<file path="src/verilog/fetch_pkg.sv">
package fetch_pkg;

  ////////////////////////////////////////////////////////////
  // logging ids

  localparam int num_bits_pipe_id = 2; // slot tag in the low id bits

  localparam logic [num_bits_pipe_id-1:0] pipe_id1 = 2'd1; // slot 0
  localparam logic [num_bits_pipe_id-1:0] pipe_id2 = 2'd2; // slot 1

  // id = (cycle count << num_bits_pipe_id) | slot tag
  localparam int instruction_id_width = 16;

  ////////////////////////////////////////////////////////////
  // branch predictor

  localparam int predictor_entries_default = 16; // power of two

endpackage

</file>
<file path="src/verilog/isa_pkg.sv">
package isa_pkg;

  ////////////////////////////////////////////////////////////
  // widths

  localparam int addr_width   = 16; // word address, also the pc width
  localparam int inst_width   = 32; // one instruction word
  localparam int op_code_bits = 6;

  ////////////////////////////////////////////////////////////
  // opcodes

  localparam logic [op_code_bits-1:0] op_code_jmp = 6'b110000; // unconditional jump

  // an opcode with both top bits set is a conditional branch,
  // unless it is op_code_jmp itself
  localparam logic [op_code_bits-1:0] branch_class = 6'b110000;

  localparam logic [inst_width-1:0] nop_word = '0; // squashed slot reads as this

endpackage
</file>
<file path="src/verilog/branch_predictor.sv">
`timescale 1ns/1ns

module branch_predictor #(
  parameter int predictor_entries = fetch_pkg::predictor_entries_default
) (
  input  logic                           clk,
  input  logic                           reset,

  input  logic [isa_pkg::addr_width-1:0] decode_pc, // lookup address

  input  logic                           resolve_valid, // training strobe from execute
  input  logic [isa_pkg::addr_width-1:0] resolve_pc,
  input  logic                           resolve_taken,
  input  logic [isa_pkg::addr_width-1:0] resolve_target,

  output logic                           take_branch,
  output logic [isa_pkg::addr_width-1:0] branch_predict
);

  localparam int idx_bits = $clog2(predictor_entries);

  localparam logic [1:0] weak_not_taken = 2'b01;
  localparam logic [1:0] strong_taken   = 2'b11;
  localparam logic [1:0] strong_not     = 2'b00;

  logic [1:0]                     counter [predictor_entries];
  logic [isa_pkg::addr_width-1:0] target  [predictor_entries];

  logic [idx_bits-1:0] lookup_idx;
  logic [idx_bits-1:0] train_idx;

  assign lookup_idx = decode_pc[idx_bits-1:0];
  assign train_idx  = resolve_pc[idx_bits-1:0];

  ////////////////////////////////////////////////////////////
  // training

  always_ff @(posedge clk) begin
    if (reset) begin
      for (int i = 0; i < predictor_entries; i++) begin
        counter[i] <= weak_not_taken;
        target[i]  <= '0;
      end
    end else if (resolve_valid) begin
      if (resolve_taken) begin
        if (counter[train_idx] != strong_taken) begin
          counter[train_idx] <= counter[train_idx] + 1'b1;
        end
        target[train_idx] <= resolve_target; // only taken branches carry a target
      end else if (counter[train_idx] != strong_not) begin
        counter[train_idx] <= counter[train_idx] - 1'b1;
      end
    end
  end

  ////////////////////////////////////////////////////////////
  // lookup, combinational

  assign take_branch    = counter[lookup_idx][1]; // upper bit set means taken
  assign branch_predict = target[lookup_idx];

endmodule

</file>
<file path="config.mk">
export PLATFORM = sky130hd
export DESIGN_NAME = branch_predictor
export DESIGN_NICKNAME = d
export VERILOG_FILES = /design/src/verilog/fetch_pkg.sv /design/src/verilog/isa_pkg.sv /design/src/verilog/branch_predictor.sv
export SDC_FILE = /design/constraint.sdc
export NUM_CORES = 1
export LEC_CHECK = 0
export BUFFER_PORTS_ARGS = -buffer_cell sky130_fd_sc_hd__buf_2
export CAP_MARGIN = 20
export CORE_MARGIN = 1.5
export CORE_UTILIZATION = 45
export DETAILED_ROUTE_END_ITERATION = 7
export PLACE_DENSITY_LB_ADDON = 0.12
export SLEW_MARGIN = 20
export SYNTH_ARGS = -nofsm -noshare
export SYNTH_HDL_FRONTEND = slang
export SYNTH_SLANG_ARGS = --single-unit
</file>
<file path="constraint.sdc">
create_clock -name clk -period 5.3 [get_ports clk]
set_input_delay 0.53 -clock clk [delete_from_list [all_inputs] [get_ports clk]]
set_output_delay 0.53 -clock clk [all_outputs]
set_load 0.02 [all_outputs]
</file>
Word-level counts from Yosys, hierarchy flattened
Memory sizes are Yosys's and may differ from the RTL's.
Index checks and enable logic that the tools add are counted.
W data, S select, Z words.
{"block": "totals", "memories": 2, "wordCells": 32, "ram_bits": 288, "out_inout_bits": 17, "regBits": 0, "latch_bits": 0, "romBits": 0}
{"block": "op_classes", "magnitude_cmp": 0, "n_addsub": 2, "n_bitwise": 1, "div_mod_pow": 0, "mux": 23, "reduce_logical": 3, "mul": 0, "eq_ne": 1, "shifts": 0}
{"name": "target", "depth": 16, "word_bits": 16, "rd": 1, "rd_ports_with_merged_regs": 0, "wr": 16, "line": "branch_predictor.sv:27", "text": "logic [isa_pkg::addr_width-1:0] target [predictor_entries];"}
{"name": "counter", "depth": 16, "word_bits": 2, "rd": 2, "rd_ports_with_merged_regs": 0, "wr": 16, "line": "branch_predictor.sv:26", "text": "logic [1:0] counter [predictor_entries];"}
{"cell": "$mux W1", "count": 18}
{"cell": "$mux W16", "count": 1}
{"cell": "$reduce_or A16 Y1", "count": 1}
{"cell": "$mux W4", "count": 2}
{"cell": "$mux W2", "count": 2}
{"cell": "$add A2 B1 Y2 const B", "count": 1}
{"cell": "$ne A2 B2 Y1 const B", "count": 1}
{"cell": "$reduce_bool A2 Y1", "count": 1}
{"cell": "$reduce_or A2 Y1", "count": 1}
{"cell": "$sub A2 B1 Y2 const B", "count": 1}
{"cell": "$or A1 B1 Y1", "count": 1}

Depth between registers and ports, before layout
An unclocked memory read counts as a cell.
{"block": "depth", "word_depth": 10, "mapped_depth": 8, "depth_no_buf": 5}

Worst setup path before layout
OpenSTA, ideal clock, no wires.
{"block": "synth_path", "path_type": "input to output", "start": "in decode_pc[0] (netlist name)", "end": "out take_branch", "cell_stages": 5, "arrival_ns": 2.353, "n_path_buf": 3, "path_slack_ns": 2.417, "required_time_ns": 4.770, "cell_sequence": "clkbuf_1 buf_2 buf_2 mux4_2 mux4_2"}
{"block": "synth_via", "elab_chain_len": 1}
{"item": "start, declared", "line": "branch_predictor.sv:9", "text": "input logic [isa_pkg::addr_width-1:0] decode_pc,"}
{"item": "$mem_v2 Z16 W2"}
{"item": "end, declared", "line": "branch_predictor.sv:16", "text": "output logic take_branch,"}
No other way between the ends.

Worst setup path after layout
{"block": "layout_path", "start": "in decode_pc[0] (netlist name)", "end": "out branch_predict[14] (netlist name)"}
{"block": "layout_via", "elab_chain_len": 1}
{"item": "$mem_v2 Z16 W16"}
{"item": "end, declared", "line": "branch_predictor.sv:17", "text": "output logic [isa_pkg::addr_width-1:0] branch_predict"}
No other way between the ends.

==> flow_summary_export.csv <==
group,metric,value,unit
power,power.total,4980,µW
detailed_routing,ant_nets,0,
logic_synthesis,async_flop_share,0,%
setup_path,start_kind,"primary input",
setup_path,critical-path-max-stage-delay,0.60,ns
sta,finalCritPeriodShare,63.2,%
power,powerDensity,331,nW/µm²
clock_network,holdBufCountCts,0,
logic_synthesis,synth_top_cell_by_area,"edfxtp_1",
place,numPortBuffers,44,
global_routing,grt_pass1_vias,7509,
clock_network,cts_buffers,31,
setup_path,crit_path_end_kind,"output port",
clock_network,clockRootBuffer,"clkbuf_16",
logic_synthesis,synth_top_area_share,63.6,%
floorplanning,start_util,45.7,%
power,leakagePower,0.00516,µW
setup_path,r2r_setup_slack,2.70,ns
detailed_routing,drc_errors,0,
global_routing,grt-ovfl-total,0,
final_layout,finalInstanceArea,15000,µm²
clock_network,post_cts_resized,0,
logic_synthesis,synth_warnings,0,
run,maxCapViolCount,0,
setup_path,crit_path_frequent_cell,"mux4_2",
floorplanning,num_rows,63,
place,hpwl,20500,µm
clock_network,cts_sinks,288,
sta,final_max_slew_viol_count,0,
setup_path,crit_path_top_delay_cell,"mux4_2",
power,irDropWorstVdd,243,µV
sta,finalHoldViolCount,0,
setup_path,criticalPathCategory,"in -> out",
sta,rsz0062_at_grt,"false",
global_routing,track_usage,20.3,%
logic_synthesis,syn_nets,905,
detailed_routing,firstDrtPassIters,4,
logic_synthesis,syn_area_per_cell,15.9,µm²
detailed_routing,via_per_inst,5.64,
floorplanning,die-width,177,µm
sta,setup_viol,0,
logic_synthesis,synth_area_leaders,"edfxtp_1 64%, mux4_2 16%, and2_1 12%, clkbuf_1 1.6%, mux2i_1 0.81%",
sta,period_needed,3.35,ns
clock_network,cts_htree_levels,1,
global_routing,antenna_found_initial,1,
setup_path,crit_fanout,38,
logic_synthesis,synth-seq-cells,288,
detailed_routing,via_count,7281,
clock_network,cts_tree,"done",
clock_network,clock_path_buffers,3,
logic_synthesis,syn_inst,853,
run_status,status,"finished, final reports clean",
sta,worst_slew_pin_slew,1.08,ns
floorplanning,ios,69,
logic_synthesis,ys.flop_type,"edfxtp_1",
clock_network,cts_setup_buffers,0,
global_routing,grt_first_pass_wirelength,46100,µm
logic_synthesis,ys_seq_area_share,63.6,%
global_routing,grt_max_degree,39,
final_layout,area_growth,10.7,%
setup_path,crit_arrival,2.82,ns
sta,clock_skew,0.00268,ns
sta,max-slew-margin-rel,27.6,%
final_layout,nNetsFinal,930,
sta,tns,0,ns
setup_path,worst_ep_required_time,4.77,ns
setup_path,cp_cell_sequence,"buf_4 -> buf_12 -> mux4_2 -> mux4_2 -> buf_2",
hold_path,worstHoldPathType,"in -> reg",
detailed_routing,avgRoutedWirePerCell,24.0,µm
clock_network,insertion_delay,0.54,ns
floorplanning,dieArea,31200,µm²
floorplanning,core,29700,µm²
clock_network,path_clk_slew,0.06,ns
logic_synthesis,synth_edf_count,288,
final_layout,drive_gt1_share,23.9,%
floorplanning,dieHeight,177,µm
logic_synthesis,ys_types,36,
sta,fmax,0.299,GHz
logic_synthesis,syn_area,13600,µm²
detailed_routing,wirelength,31000,µm
final_layout,utilization,50.6,%
place,place.gp.congestion,0.857,
place,place_area,14200,µm²
detailed_routing,drt-initial-drc-count,771,
per-layer routing:
layer | vias up | part of all wire, % | wire, µm | global-route usage (%)
met3 | 41 | 5.9 | 1810 | 3.16
met4 | 0 | 1.8 | 566 | 4.59
met1 | 3754 | 45 | 13900 | 30.2
met2 | 228 | 47 | 14700 | 31.7
li1 | 3258 | - | - | -
met5 | - | 0 | 0 | 0
worst paths after layout:
path,from,end,depth (start not counted)
hold / removal,resolve_target[10],target[0][10],2
hold reg to reg,counter[1][0],counter[5][0],4
setup / recovery,decode_pc[0],branch_predict[14],5
setup reg to reg,counter[3][0],counter[7][1],5
metrics by stage:
stage / setup WS, ns / cells / hold WS [ns]
after floorplan: 2.42 / 853 / 0.728
after CTS: 1.91 / 1291 / 0.468
final: 1.95 / 1292 / 0.489
after global placement: 1.90 / 1235 / 1.02
after global routing: 1.82 / 1291 / 0.495
after detailed placement: 1.90 / 1235 / 1.04
cell type report:
type / count / area (µm²)
Antenna cell: 1 / 2.50
Clock buffer: 42 / 817
Clock inverter: 14 / 63.8
Fill cell: 2508 / 14700
Multi-Input combinational cell: 495 / 4640
Sequential cell: 288 / 8650
Tap cell: 390 / 488
Timing Repair Buffer: 62 / 383
cells in the final DEF (no fill, tap or decap), drive strengths merged, types with 8 or more instances in the layout:
master  instances
mux2i          14
a21o            8
edfxtp        288
nor3            9
clkbuf         42
nor2           29
nand2b          8
buf            62
and2          257
nand2          14
mux4           94
clkinv         13
or2            17
critical path: cells and delay by family:
kind	cells	cell delay, ns
mux	2	1.12
buf+inv	3	1.07
flip-flops by register name, summed over array words and instances, names as in the netlist:
name     flops
target     256
counter     32
synth_stat cells, types with 5 or more instances:
cell and count:
edfxtp_1 288, and2_1 257, mux4_2 94, clkbuf_1 57, nor2_1 29, or2_2 17
nand2_1 14, mux2i_1 11, nor3_1 9, a21o_1 8, nand2b_1 8, buf_2 6
nand4_1 6, nor2b_1 6, nand3_1 5
power by group:
group | total [µW] | internal, µW | switching [µW] | leakage, µW
registers | 2650 | 2620 | 30.8 | 0.00271
clock network | 1890 | 1070 | 827 | 0.000430
logic | 436 | 174 | 262 | 0.00202
cell families after synthesis:
group | after synthesis | synth area share, %
DFF | 288 | 63.6
muxes | 109 | 16.9
and+or+nand+nor | 362 | 15.8
AOI/OAI and AO/OA | 22 | 1.22
xor gates and xnor gates | 2 | 0.129
buffers and inverters | 70 | 2.24
Note: power is estimated with default switching activity, not from simulation.
